## config.mk

```make
export PLATFORM = sky130hd
export DESIGN_NAME = mem_stage
export DESIGN_NICKNAME = d
export VERILOG_FILES = /design/src/common/dcache_pkg.sv /design/src/common/mem_types_pkg.sv /design/src/dcache/dcache_array.sv /design/src/dcache/dcache_ctrl.sv /design/src/hdl/mem_addr_decode.sv /design/src/hdl/mem_result.sv /design/src/hdl/mem_stage.sv /design/src/hdl/pwm_io.sv
export SDC_FILE = /design/constraint.sdc
export NUM_CORES = 2
export LEC_CHECK = 0
export BUFFER_PORTS_ARGS = -buffer_cell sky130_fd_sc_hd__buf_4
export CORE_UTILIZATION = 45
export CTS_BUF_LIST = sky130_fd_sc_hd__clkbuf_4
export CTS_CLUSTER_SIZE = 8
export DETAILED_ROUTE_END_ITERATION = 8
export PLACE_DENSITY_LB_ADDON = 0.3
export SLEW_MARGIN = 25
export SYNTH_ARGS = -nofsm -noshare
export SYNTH_HDL_FRONTEND = slang
export SYNTH_HIERARCHICAL = 1
export SYNTH_SLANG_ARGS = --single-unit
export TNS_END_PERCENT = 1
```

## constraint.sdc

```tcl
create_clock -name clk_i -period 10.9 [get_ports clk_i]
set_clock_uncertainty 0.2 [all_clocks]
set_input_delay 1.09 -clock clk_i [delete_from_list [all_inputs] [get_ports clk_i]]
set_output_delay 1.09 -clock clk_i [all_outputs]
set_load 0.05 [all_outputs]
```

## src/common/dcache_pkg.sv

```systemverilog
package dcache_pkg;

    // Direct mapped, 16 lines of 16 bytes
    localparam int DC_LINES    = 16;
    localparam int DC_INDEX_W  = 4;
    localparam int DC_OFFSET_W = 4;
    localparam int DC_TAG_W    = 24;   // 32 - index - offset

    typedef logic [127:0]          block_t;
    typedef logic [DC_TAG_W-1:0]   dc_tag_t;
    typedef logic [DC_INDEX_W-1:0] dc_index_t;

    // Miss handling FSM
    typedef enum logic [1:0] {
        DC_IDLE,
        DC_WRITEBACK,
        DC_REFILL
    } dc_state_t;

endpackage

```

## src/common/mem_types_pkg.sv

```systemverilog
package mem_types_pkg;

    // Data path widths
    typedef logic [31:0] word_t;
    typedef logic [31:0] addr_t;
    typedef logic [4:0]  reg_idx_t;
    typedef logic [3:0]  byte_en_t;

    // Load/store width, funct3 encoding
    typedef logic [2:0]  ls_op_t;

    localparam ls_op_t LS_BYTE   = 3'b000;
    localparam ls_op_t LS_HALF   = 3'b001;
    localparam ls_op_t LS_WORD   = 3'b010;
    localparam ls_op_t LS_BYTE_U = 3'b100;
    localparam ls_op_t LS_HALF_U = 3'b101;

    // Address bit that steers an access to the I/O block
    localparam int IO_SEL_BIT = 30;

endpackage

```

## src/dcache/dcache_array.sv

```systemverilog
`timescale 1ns/100ps

module dcache_array import mem_types_pkg::*, dcache_pkg::*; (
    input  logic     clk_i,
    input  logic     rst_i,
    input  logic     rd_i,
    input  logic     wr_i,
    input  logic     refill_we_i,
    input  addr_t    addr_i,
    input  ls_op_t   ls_op_i,
    input  byte_en_t byte_en_i,
    input  word_t    wdata_i,
    input  block_t   refill_block_i,
    output logic     hit_o,
    output logic     victim_dirty_o,
    output dc_tag_t  victim_tag_o,
    output block_t   victim_block_o,
    output word_t    load_data_o
);

    logic [DC_LINES-1:0] valid_q;
    logic [DC_LINES-1:0] dirty_q;
    dc_tag_t             tag_q  [DC_LINES];
    block_t              data_q [DC_LINES];

    dc_index_t index;
    dc_tag_t   tag;
    logic      tag_match;
    word_t     rd_word;
    logic [7:0]  rd_byte;
    logic [15:0] rd_half;

    assign index = addr_i[DC_OFFSET_W +: DC_INDEX_W];
    assign tag   = addr_i[31 -: DC_TAG_W];

    assign tag_match = valid_q[index] && (tag_q[index] == tag);
    assign hit_o     = (rd_i | wr_i) & tag_match;

    assign victim_dirty_o = valid_q[index] & dirty_q[index];
    assign victim_tag_o   = tag_q[index];
    assign victim_block_o = data_q[index];

    always_ff @(posedge clk_i) begin
        if (!rst_i) begin
            valid_q <= '0;
            dirty_q <= '0;
        end else if (refill_we_i) begin
            valid_q[index] <= 1'b1;
            dirty_q[index] <= 1'b0; // Fresh copy of memory
        end else if (wr_i && tag_match) begin
            dirty_q[index] <= 1'b1;
        end
    end

    always_ff @(posedge clk_i) begin
        if (refill_we_i) begin
            tag_q[index]  <= tag;
            data_q[index] <= refill_block_i;
        end else if (wr_i && tag_match) begin
            for (int i = 0; i < 4; i++) begin
                if (byte_en_i[i]) begin
                    data_q[index][{addr_i[3:2], 5'd0} + i*8 +: 8] <= wdata_i[i*8 +: 8];
                end
            end
        end
    end

    // Addressed word, then lane select and extension
    assign rd_word = data_q[index][{addr_i[3:2], 5'd0} +: 32];
    assign rd_byte = rd_word[{addr_i[1:0], 3'd0} +: 8];
    assign rd_half = rd_word[{addr_i[1], 4'd0} +: 16];

    always_comb begin
        case (ls_op_i)
            LS_BYTE:   load_data_o = {{24{rd_byte[7]}}, rd_byte};
            LS_BYTE_U: load_data_o = {24'd0, rd_byte};
            LS_HALF:   load_data_o = {{16{rd_half[15]}}, rd_half};
            LS_HALF_U: load_data_o = {16'd0, rd_half};
            default:   load_data_o = rd_word;
        endcase
    end

endmodule

```

## src/dcache/dcache_ctrl.sv

```systemverilog
`timescale 1ns/100ps

module dcache_ctrl import mem_types_pkg::*, dcache_pkg::*; (
    input  logic    clk_i,
    input  logic    rst_i,
    input  logic    rd_i,
    input  logic    wr_i,
    input  logic    hit_i,
    input  logic    victim_dirty_i,
    input  logic    mem_ready_i,
    input  addr_t   addr_i,
    input  dc_tag_t victim_tag_i,
    input  block_t  victim_block_i,
    input  block_t  mem_rblock_i,
    output logic    busy_o,
    output logic    refill_we_o,
    output logic    mem_req_o,
    output logic    mem_we_o,
    output addr_t   mem_addr_o,
    output block_t  mem_wblock_o,
    output block_t  refill_block_o
);

    dc_state_t state_q;
    dc_state_t state_d;
    dc_index_t index;
    logic      miss;
    addr_t     victim_addr;
    addr_t     refill_addr;

    assign index = addr_i[DC_OFFSET_W +: DC_INDEX_W];
    assign miss  = (rd_i | wr_i) & ~hit_i;

    // Block aligned addresses for both directions
    assign victim_addr = {victim_tag_i, index, {DC_OFFSET_W{1'b0}}};
    assign refill_addr = {addr_i[31:DC_OFFSET_W], {DC_OFFSET_W{1'b0}}};

    always_comb begin
        state_d = state_q;
        case (state_q)
            DC_IDLE: begin
                if (miss) begin
                    if (victim_dirty_i) begin
                        state_d = DC_WRITEBACK;
                    end else begin
                        state_d = DC_REFILL;
                    end
                end
            end
            DC_WRITEBACK: begin
                if (mem_ready_i) begin
                    state_d = DC_REFILL;
                end
            end
            DC_REFILL: begin
                if (mem_ready_i) begin
                    state_d = DC_IDLE; // Line written at this edge
                end
            end
            default: state_d = DC_IDLE;
        endcase
    end

    always_ff @(posedge clk_i) begin
        if (!rst_i) begin
            state_q <= DC_IDLE;
        end else begin
            state_q <= state_d;
        end
    end

    // Request held until the ready pulse, address fixed by state
    assign mem_req_o    = (state_q != DC_IDLE);
    assign mem_we_o     = (state_q == DC_WRITEBACK);
    assign mem_addr_o   = (state_q == DC_WRITEBACK) ? victim_addr : refill_addr;
    assign mem_wblock_o = victim_block_i;   // Victim stays put until refill

    assign refill_we_o    = (state_q == DC_REFILL) & mem_ready_i;
    assign refill_block_o = mem_rblock_i;

    // Miss cycle itself already stalls
    assign busy_o = miss | (state_q != DC_IDLE);

endmodule

```

## src/hdl/mem_addr_decode.sv

```systemverilog
`timescale 1ns/100ps

module mem_addr_decode import mem_types_pkg::*; (
    input  logic     mem_read_i,
    input  logic     mem_write_i,
    input  ls_op_t   ls_op_i,
    input  addr_t    mem_addr_i,
    input  word_t    store_data_i,
    output logic     cache_rd_o,
    output logic     cache_wr_o,
    output logic     io_rd_o,
    output logic     io_wr_o,
    output byte_en_t byte_en_o,
    output word_t    store_word_o
);

    logic is_io;

    assign is_io = mem_addr_i[IO_SEL_BIT];

    assign cache_rd_o = mem_read_i  & ~is_io;
    assign cache_wr_o = mem_write_i & ~is_io;
    assign io_rd_o    = mem_read_i  &  is_io;
    assign io_wr_o    = mem_write_i &  is_io;

    // Lane enables and replicated store data from the width code
    always_comb begin
        case (ls_op_i[1:0])
            2'b00: begin // byte
                byte_en_o    = 4'b0001 << mem_addr_i[1:0];
                store_word_o = {4{store_data_i[7:0]}};
            end
            2'b01: begin // half
                byte_en_o    = mem_addr_i[1] ? 4'b1100 : 4'b0011;
                store_word_o = {2{store_data_i[15:0]}};
            end
            default: begin
                byte_en_o    = 4'b1111;
                store_word_o = store_data_i;
            end
        endcase
    end

endmodule

```

## src/hdl/mem_result.sv

```systemverilog
`timescale 1ns/100ps

module mem_result import mem_types_pkg::*; (
    input  logic     clk_i,
    input  logic     rst_i,
    input  logic     stall_i,
    input  logic     is_load_i,
    input  logic     is_io_i,
    input  logic     reg_write_i,
    input  reg_idx_t rd_i,
    input  word_t    rd_data_i,
    input  word_t    cache_data_i,
    input  word_t    io_data_i,
    output logic     reg_write_o,
    output reg_idx_t rd_o,
    output word_t    wb_data_o
);

    logic     reg_write_q;
    reg_idx_t rd_q;
    word_t    wb_data_q;
    word_t    wb_data_d;

    // Load data replaces the register result
    always_comb begin
        if (is_load_i) begin
            wb_data_d = is_io_i ? io_data_i : cache_data_i;
        end else begin
            wb_data_d = rd_data_i;
        end
    end

    always_ff @(posedge clk_i) begin
        if (!rst_i) begin
            reg_write_q <= 1'b0;
        end else begin
            reg_write_q <= reg_write_i & ~stall_i;  // Bubble while stalled
        end
    end

    always_ff @(posedge clk_i) begin
        if (!stall_i) begin
            rd_q      <= rd_i;
            wb_data_q <= wb_data_d;
        end
    end

    assign reg_write_o = reg_write_q;
    assign rd_o        = rd_q;
    assign wb_data_o   = wb_data_q;

endmodule

```

## src/hdl/mem_stage.sv

```systemverilog
`timescale 1ns/100ps

module mem_stage import mem_types_pkg::*, dcache_pkg::*; (
    input  logic     clk_i,
    input  logic     rst_i,
    input  logic     mem_read_i,
    input  logic     mem_write_i,
    input  ls_op_t   ls_op_i,
    input  addr_t    mem_addr_i,
    input  word_t    store_data_i,
    input  logic     reg_write_i,
    input  reg_idx_t rd_i,
    input  word_t    rd_data_i,
    output logic     mem_req_o,
    output logic     mem_we_o,
    output addr_t    mem_addr_o,
    output block_t   mem_wblock_o,
    input  block_t   mem_rblock_i,
    input  logic     mem_ready_i,
    output logic     reg_write_o,
    output reg_idx_t rd_o,
    output word_t    wb_data_o,
    output logic     stall_o,
    output logic     pwm_o
);

    logic     cache_rd, cache_wr;
    logic     io_rd, io_wr;
    byte_en_t byte_en;
    word_t    store_word;
    logic     hit, victim_dirty;
    dc_tag_t  victim_tag;
    block_t   victim_block;
    block_t   refill_block;
    logic     refill_we;
    logic     ctrl_busy;
    logic     io_stall;
    word_t    io_rdata;
    word_t    load_data;

    mem_addr_decode i_decode (
        .mem_read_i(mem_read_i), .mem_write_i(mem_write_i), .ls_op_i(ls_op_i),
        .mem_addr_i(mem_addr_i), .store_data_i(store_data_i),
        .cache_rd_o(cache_rd), .cache_wr_o(cache_wr), .io_rd_o(io_rd), .io_wr_o(io_wr),
        .byte_en_o(byte_en), .store_word_o(store_word)
    );

    dcache_array i_array (
        .clk_i(clk_i), .rst_i(rst_i), .rd_i(cache_rd), .wr_i(cache_wr),
        .refill_we_i(refill_we), .addr_i(mem_addr_i), .ls_op_i(ls_op_i),
        .byte_en_i(byte_en), .wdata_i(store_word), .refill_block_i(refill_block),
        .hit_o(hit), .victim_dirty_o(victim_dirty), .victim_tag_o(victim_tag),
        .victim_block_o(victim_block), .load_data_o(load_data)
    );

    dcache_ctrl i_ctrl (
        .clk_i(clk_i), .rst_i(rst_i), .rd_i(cache_rd), .wr_i(cache_wr), .hit_i(hit),
        .victim_dirty_i(victim_dirty), .mem_ready_i(mem_ready_i), .addr_i(mem_addr_i),
        .victim_tag_i(victim_tag), .victim_block_i(victim_block),
        .mem_rblock_i(mem_rblock_i), .busy_o(ctrl_busy), .refill_we_o(refill_we),
        .mem_req_o(mem_req_o), .mem_we_o(mem_we_o), .mem_addr_o(mem_addr_o),
        .mem_wblock_o(mem_wblock_o), .refill_block_o(refill_block)
    );

    pwm_io i_pwm (
        .clk_i(clk_i), .rst_i(rst_i), .rd_i(io_rd), .wr_i(io_wr), .addr_i(mem_addr_i),
        .wdata_i(store_word), .stall_o(io_stall), .rdata_o(io_rdata), .pwm_o(pwm_o)
    );

    assign stall_o = ctrl_busy | io_stall;  // Miss in progress or first I/O cycle

    mem_result i_result (
        .clk_i(clk_i), .rst_i(rst_i), .stall_i(stall_o), .is_load_i(mem_read_i),
        .is_io_i(io_rd), .reg_write_i(reg_write_i), .rd_i(rd_i), .rd_data_i(rd_data_i),
        .cache_data_i(load_data), .io_data_i(io_rdata),
        .reg_write_o(reg_write_o), .rd_o(rd_o), .wb_data_o(wb_data_o)
    );

endmodule

```

## src/hdl/pwm_io.sv

```systemverilog
`timescale 1ns/100ps

module pwm_io import mem_types_pkg::*; (
    input  logic  clk_i,
    input  logic  rst_i,
    input  logic  rd_i,
    input  logic  wr_i,
    input  addr_t addr_i,
    input  word_t wdata_i,
    output logic  stall_o,
    output word_t rdata_o,
    output logic  pwm_o
);

    logic  phase_q;     // Set during the stalled first cycle
    word_t period_q;
    word_t duty_q;
    word_t cnt_q;
    logic  pwm_q;

    assign stall_o = (rd_i | wr_i) & ~phase_q;

    always_ff @(posedge clk_i) begin
        if (!rst_i) begin
            phase_q  <= 1'b0;
            period_q <= '0;
            duty_q   <= '0;
            cnt_q    <= '0;
            pwm_q    <= 1'b0;
        end else begin
            phase_q <= (rd_i | wr_i) & ~phase_q;
            if (wr_i && phase_q) begin
                case (addr_i[3:2])
                    2'd0:    period_q <= wdata_i;
                    2'd1:    duty_q   <= wdata_i;
                    default: ;  // Counter is read only
                endcase
            end
            cnt_q <= (cnt_q + 1'b1 >= period_q) ? '0 : cnt_q + 1'b1;
            pwm_q <= (cnt_q < duty_q);
        end
    end

    always_comb begin
        case (addr_i[3:2])
            2'd0:    rdata_o = period_q;
            2'd1:    rdata_o = duty_q;
            2'd2:    rdata_o = cnt_q;
            default: rdata_o = '0;
        endcase
    end

    assign pwm_o = pwm_q;

endmodule

```

* Word level (Yosys, flattened, before mapping)
Memories as Yosys holds them, arrays and structs flattened.
Cells that the tools add are included.
Widths: inputs -> output; s select.
** Operators by class
- Add/sub/neg operators :: 8
- Mux-type cells :: 551
- $lt $le $gt $ge :: 4
- Shifts and indexed selects :: 12
- Reductions and logical operators :: 14
- Bitwise logic cells :: 535
- Eq/ne operators :: 12
** Operators by type and width (number)
- $mux 1 :: 529
- $or 1x1->1 :: 516
- $mux 128 :: 4
- $shift 8x34->128 const A :: 4
- $shiftx 8x34->128 :: 4
- $pmux 32 s4 :: 1
- $shiftx 128x8->32 :: 1
- $neg 32->34 :: 3
- $mux 32 :: 3
- $pmux 32 s3 :: 1
- $pmux 32 s2 :: 1
- $neg 7->34 :: 1
- $add 32x1->32 const B :: 1
- $ge 32x32->1 :: 1
- $lt 32x32->1 :: 1
- $mux 16 :: 2
- $or 16x16->16 :: 2
- $shiftx 32x6->16 :: 1
- $shiftx 32x6->8 :: 1
- $eq 24x24->1 :: 1
- $add 7x5->8 const B :: 2
- $and 16x16->16 :: 1
- $not 16->16 :: 1
- $and 1x1->1 :: 10
- other kinds (24) :: 44
** Storage, ports and cells
- Bits of input ports :: 238
- Word-level logic and storage cells :: 1149
- Output and inout bits :: 202
- Memories :: 2
- Bits in registers :: 170
- RAM bits :: 2432
** Memories
- i_array.data_q :: words 16, width 128, rd ports 1, clocked after Yosys merged registers in 0, write ports 1, line dcache_array.sv:24 : block_t data_q [DC_LINES];
- i_array.tag_q :: words 16, width 24, rd ports 1, clocked after Yosys merged registers in 0, write ports 1, line dcache_array.sv:23 : dc_tag_t tag_q [DC_LINES];

* Depth between registers and ports, before layout
- Depth after elaboration :: 11
- Mapped depth :: 20
- Depth with buffers taken out :: 13

* Cells and area by module
The synthesis kept the hierarchy.
** Modules (own cells, without submodules)
- dcache_array :: times used 1, area each 100843.0 um^2, cells an instance 4983
- pwm_io :: times used 1, area each 6331.1 um^2, cells an instance 809
- dcache_ctrl :: times used 1, area each 2507.4 um^2, cells an instance 308
- mem_result :: times used 1, area each 1846.8 um^2, cells an instance 147
- mem_addr_decode :: times used 1, area each 556.8 um^2, cells an instance 64
- mem_stage :: times used 1, area each 6.3 um^2, cells an instance 1

* Worst setup path before layout
Ideal clock, no wire load.
- Path type :: input to register
- Start :: input port mem_addr_i[6]
- End :: register i_result.rd_q[0] (netlist: i_result/rd_o[0]), enable pin
- Data arrival time :: 5.157 ns
- Stages on the path :: 15
- Library setup time :: 0.392 ns
- Path slack :: 5.151 ns
- Cell sequence :: clkbuf_1 -> buf_2 -> buf_2 -> buf_2 -> clkbuf_1 -> buf_2 -> buf_1 -> o21ai_0 -> or4_1 -> nor3_1 -> o2111a_1 -> o21ba_2 -> nand2b_1 -> or2_1 -> inv_1
** On the way
- Word-level cells in the longest chain between the ends :: 8
- Elaborated cells on any way between the ends :: 10
- Classes of those cells :: 1 x eq/ne; 2 x mux; 5 x bitwise; 1 x reduce/logical; 1 x memory
** RTL lines
- from (decl) :: line mem_stage.sv:9 : input addr_t mem_addr_i,
- $mem_v2 16x24 or $bmux 1 s4 (tied branches)
- $eq 24x24->1 or $mux 1 (tied branches) :: line dcache_array.sv:36 : assign tag_match = valid_q[index] && (tag_q[index] == tag);
- $logic_and 1x1->1 * :: line dcache_array.sv:36
- $and 1x1->1 * :: line dcache_array.sv:37 : assign hit_o = (rd_i | wr_i) & tag_match;
- via hit :: line mem_stage.sv:31 : logic hit, victim_dirty;
- $not 1->1 * :: line dcache_ctrl.sv:32 : assign miss = (rd_i | wr_i) & ~hit_i;
- $and 1x1->1 * :: line dcache_ctrl.sv:32
- $or 1x1->1 * :: line dcache_ctrl.sv:82 : assign busy_o = miss | (state_q != DC_IDLE);
- via ctrl_busy :: line mem_stage.sv:36 : logic ctrl_busy;
- $or 1x1->1 * :: line mem_stage.sv:70 : assign stall_o = ctrl_busy | io_stall;
- via stall_o :: line mem_stage.sv:23 : output logic stall_o,
- to (signal assigned) :: line mem_result.sv:43 : rd_q <= rd_i;
- to (decl) :: line mem_result.sv:20 : reg_idx_t rd_q;
Mark *: on every way through the listed nets, which the timed path passes. The rest lies on a longest branch. The select of a mux whose other input is x is not followed.
A chain may end at the register's enable or synchronous reset.

* Worst setup path in the final report
- Start :: input port mem_addr_i[7]
- End :: output port stall_o
** On the way
- Word-level cells in the longest chain between the ends :: 8
- Elaborated cells on any way between the ends :: 10
- Classes of those cells :: 1 x eq/ne; 2 x mux; 5 x bitwise; 1 x reduce/logical; 1 x memory
** RTL lines
- $mem_v2 16x24
- via victim_tag[20] :: line mem_stage.sv:32 : dc_tag_t victim_tag;
- $eq 24x24->1 :: line dcache_array.sv:36
- $logic_and 1x1->1 :: line dcache_array.sv:36
- $and 1x1->1 :: line dcache_array.sv:37
- via hit :: line mem_stage.sv:31
- $not 1->1 :: line dcache_ctrl.sv:32
- $and 1x1->1 :: line dcache_ctrl.sv:32
- $or 1x1->1 :: line dcache_ctrl.sv:82
- via ctrl_busy :: line mem_stage.sv:36
- $or 1x1->1 :: line mem_stage.sv:70
- to (decl) :: line mem_stage.sv:23
The timed path passes the listed nets, and every way through them passes these cells. The select of a mux whose other input is x is not followed.

==> impl_results.md <==
* Status: complete, no violations
* Crit path from: mem_addr_i[7]
* Post-Synth Simple-Gate Area at 3.57%
* DP HPWL at 223 mm
* H-tree depth at 6
* # Max-Cap Violations at 0
* Initial drt markers at 8609
* Internal power at 16.0 mW
* Leakage at about 44 nW
* Gp weighted congestion at between 0.8 and 0.9
* CP cell instances: buf_8, buf_4, nor2b_1, a221oi_1, o21ai_0, nand2_1, xor2_1, nor4_4, buf_4, o2111a_1, o21ba_2, nand2b_1, or2_1, buf_4
* Pre-CTS setup slack at 3.36 ns
* IO Port Bufs at 435
* Drt total wl at 344 mm
* Setup violators final at 0
* Reg clk slew, reported paths at 0.06 ns
* CP required at 9.61 ns
* Sequential share of power at 51.8%
* Die Y-Extent at around 500 um
* Final Max Tran Viols at 0
* Net switching power at 5.26 mW
* Syn Inst Count at ~6.3k
* Residual DRC at 0
* Yosys reg bits at 2602
* Inserted Clock Buffers at 678
* Drt pass-1 iters at 8
* RSZ-0062 raised after global routing: no
* Crit path time final at just under 8 ns
* CTS tree: built
* Min-delay worst type: input port to flip-flop
* Clock Sinks at 2602
* Max Freq at 0.130 GHz
* XOR/XNOR Fraction of Synth Area at 0.438%
* Grt total ovfl at 0
* Net Sw Frac at 24.7%
* Root Driver: clkbuf_4
* Pwr per Cell Area at about 170 nW/um^2
* Syn-to-layout area delta at 14.2%
* Via count at 66.2k
* VDD IR max at 0.000161 V
* Worst Setup End Kind: output pin
* Longest Clk Path Bufs at 4
* Avg Inst Size Synth at 17.8 um^2
* Multiplexer share of the synthesized area at 18.4%
* Overall power consumption at 21.3 mW
* Post-Route Setup TNS at 0 ns
* Fraction of layout cells with a size suffix above 1 at between 30 and 40%
* EDFF count, synth at 2469
* Fillers at 20.2k
* Initial antenna violation count at 30
* GRT Overall Usage at between 20% and 30%
* Power share of the clock group at 38.9%
* Yosys cell types at 90
* Final number of hold-violating endpoints at 0
* Worst skew pair latency at 1.49 ns
* Via-to-Cell Ratio at around 6.0
* Slowest stage delay, CP at approximately 0.86 ns
* Seq/Total Area, Yosys at 68.5%
* Critical Path Fanout Max at 93
* Die area at roughly 250000 um^2
* Worst path most repeated cell: buf_4
* Post_cts resized at 0
* Post-Synthesis Cell Area at between 100000 and 150000 um^2
* CP Class: input port to output pin
* Die W at 501 um
* Critical-path top delay cell: buf_4
* Most common cell after layout, fill and taps aside: edfxtp_1
* Drt wl/cell at 31.3 um
* Slew margin rel. at around a fifth
* Main combinational cell family by area after synthesis: multiplexers
* Synth Area in Adders at 0.781%
* Rows at 182
* Actual slew at the worst max-slew pin at 1.19 ns
* First-pass GRT wire length at 480 mm
* Logic pwr share at 9.3%
* Critical path arrival at 6.41 ns
* Dominant register cell in the synthesized netlist: edfxtp_1
* Core area at 247000 um^2
* Layout Nets at between 7k and 8k
* Most frequent cells in the layout: 2469 x edfxtp_1, 988 x clkbuf_4, 752 x buf_4, 729 x mux4_2, 439 x nand2_1
* Reg-to-Reg Start: i_array/tag_q[12][13]
* Synth Warn # at 6
* Initial core utilization at 45.4%
* Worst Setup Start Kind: input port
* Vias in the first global route at 66.1k
* Largest net degree at the start of global routing at 119
* Fraction of registers with async set/reset at 0%
* Setup ws final at ~3.2 ns
* Final Cycle Share at 70.6%
* Routed Antenna Nets at 0
* Compound-cell area share of the yosys netlist at 3.68%
* Num ports at 440
* Hold Startpoint: mem_rblock_i[68]
* Hold_ws at about 0.08 ns
## kinds of logic after synthesis
logic type                 after synthesis
and+or+nand+nor                        861
xor gates and xnor gates                56
AOI/OAI and AO/OA                      677
buffers and inverters                  920
DFF                                   2602
muxes                                 1125
adders and majority gates               70
other                                    1
## final cells by class
type	count	area [um^2]	area share [%]
diodes	18	45.0	0.0352
clock buffers	988	7420	5.79
clock inverters	145	902	0.705
inverters	265	1010	0.786
multi-input cells	2793	30900	24.1
flip-flops and latches	2602	76800	60.0
well taps	3312	4140	3.24
repair buffers	861	6840	5.34
## stage by stage
stage          cell area, um^2  util, %  instances
6_report                128000     51.9      10984
5_1_grt                 128000     51.9      10972
2_1_floorplan           112000        -       6315
3_3_place_gp            118000     47.9       9736
4_1_cts                 127000     51.6      10955
3_5_place_dp            118000     47.9       9740
## state kept, by name (all words and copies together), names as in the netlist, named ones only
register              cells
i_array/data_q         2048
i_array/tag_q           384
i_pwm/cnt_q              32
i_pwm/duty_q             32
i_pwm/period_q           32
i_result/wb_data_o       32
i_array/valid_q          16
i_result/rd_o             5
i_ctrl/state_q            2
i_pwm/phase_q             1
i_pwm/pwm_o               1
i_result/reg_write_o      1
## layer usage
metal	global-route usage (%)	share of wire [%]	vias up
met5	0.791	0.13	-
met4	11.5	4.1	28
met3	8.02	13	712
met2	41.2	46	4337
met1	36.4	37	34142
li1	-	-	27014
## worst max-delay path, delay by kind of cell
| family | cells | cell delay [ns] |
|---|---|---|
| buf+inv | 4 | 2.31 |
| compound gates | 4 | 1.12 |
| xor+xnor | 1 | 0.14 |
| simple gates | 5 | 1.64 |
## cells in the mapped netlist, drive strengths merged, types with 29 or more instances
cell type | instances | area share (%)
nor2 | 101 | 0.34
nand2 | 453 | 1.5
ha | 70 | 0.78
o21ai | 346 | 1.6
mux2i | 328 | 2.9
a22oi | 31 | 0.21
mux2 | 59 | 0.66
nand4 | 34 | 0.20
nand3 | 122 | 0.56
a211oi | 34 | 0.23
a21oi | 79 | 0.35
and3 | 29 | 0.17
dfxtp | 133 | 2.4
buf | 493 | 3.1
clkbuf | 162 | 0.54
edfxtp | 2469 | 66
mux4 | 738 | 15
inv | 264 | 0.88
a21boi | 65 | 0.44
## power by group through the flow
stage | logic (mW) | clock network (mW) | registers [mW]
CTS | 1.94 | 8.45 | 11.0
detailed placement | 1.91 | 0 | 11.2
finish | 1.98 | 8.27 | 11.0
floorplan | 1.17 | 0 | 11.3
global route | 2.04 | 8.93 | 11.0
global placement | 1.89 | 0 | 11.2
## final timing paths
kind / slack, ns / endpoint / cells after the start
max reg2reg: 4.80 / i_result/reg_write_o / 13
max: 3.20 / stall_o / 14
min reg2reg: 0.26 / flip-flop / 2
min: 0.08 / i_array/data_q[13][68] / 3
## repair_timing
action | CTS | global route
setup buffers | 0 | 0
endpoints found under the hold margin | 544 | 94
hold buffers | 82 | 11
Note: power is estimated with default switching activity, not from simulation.
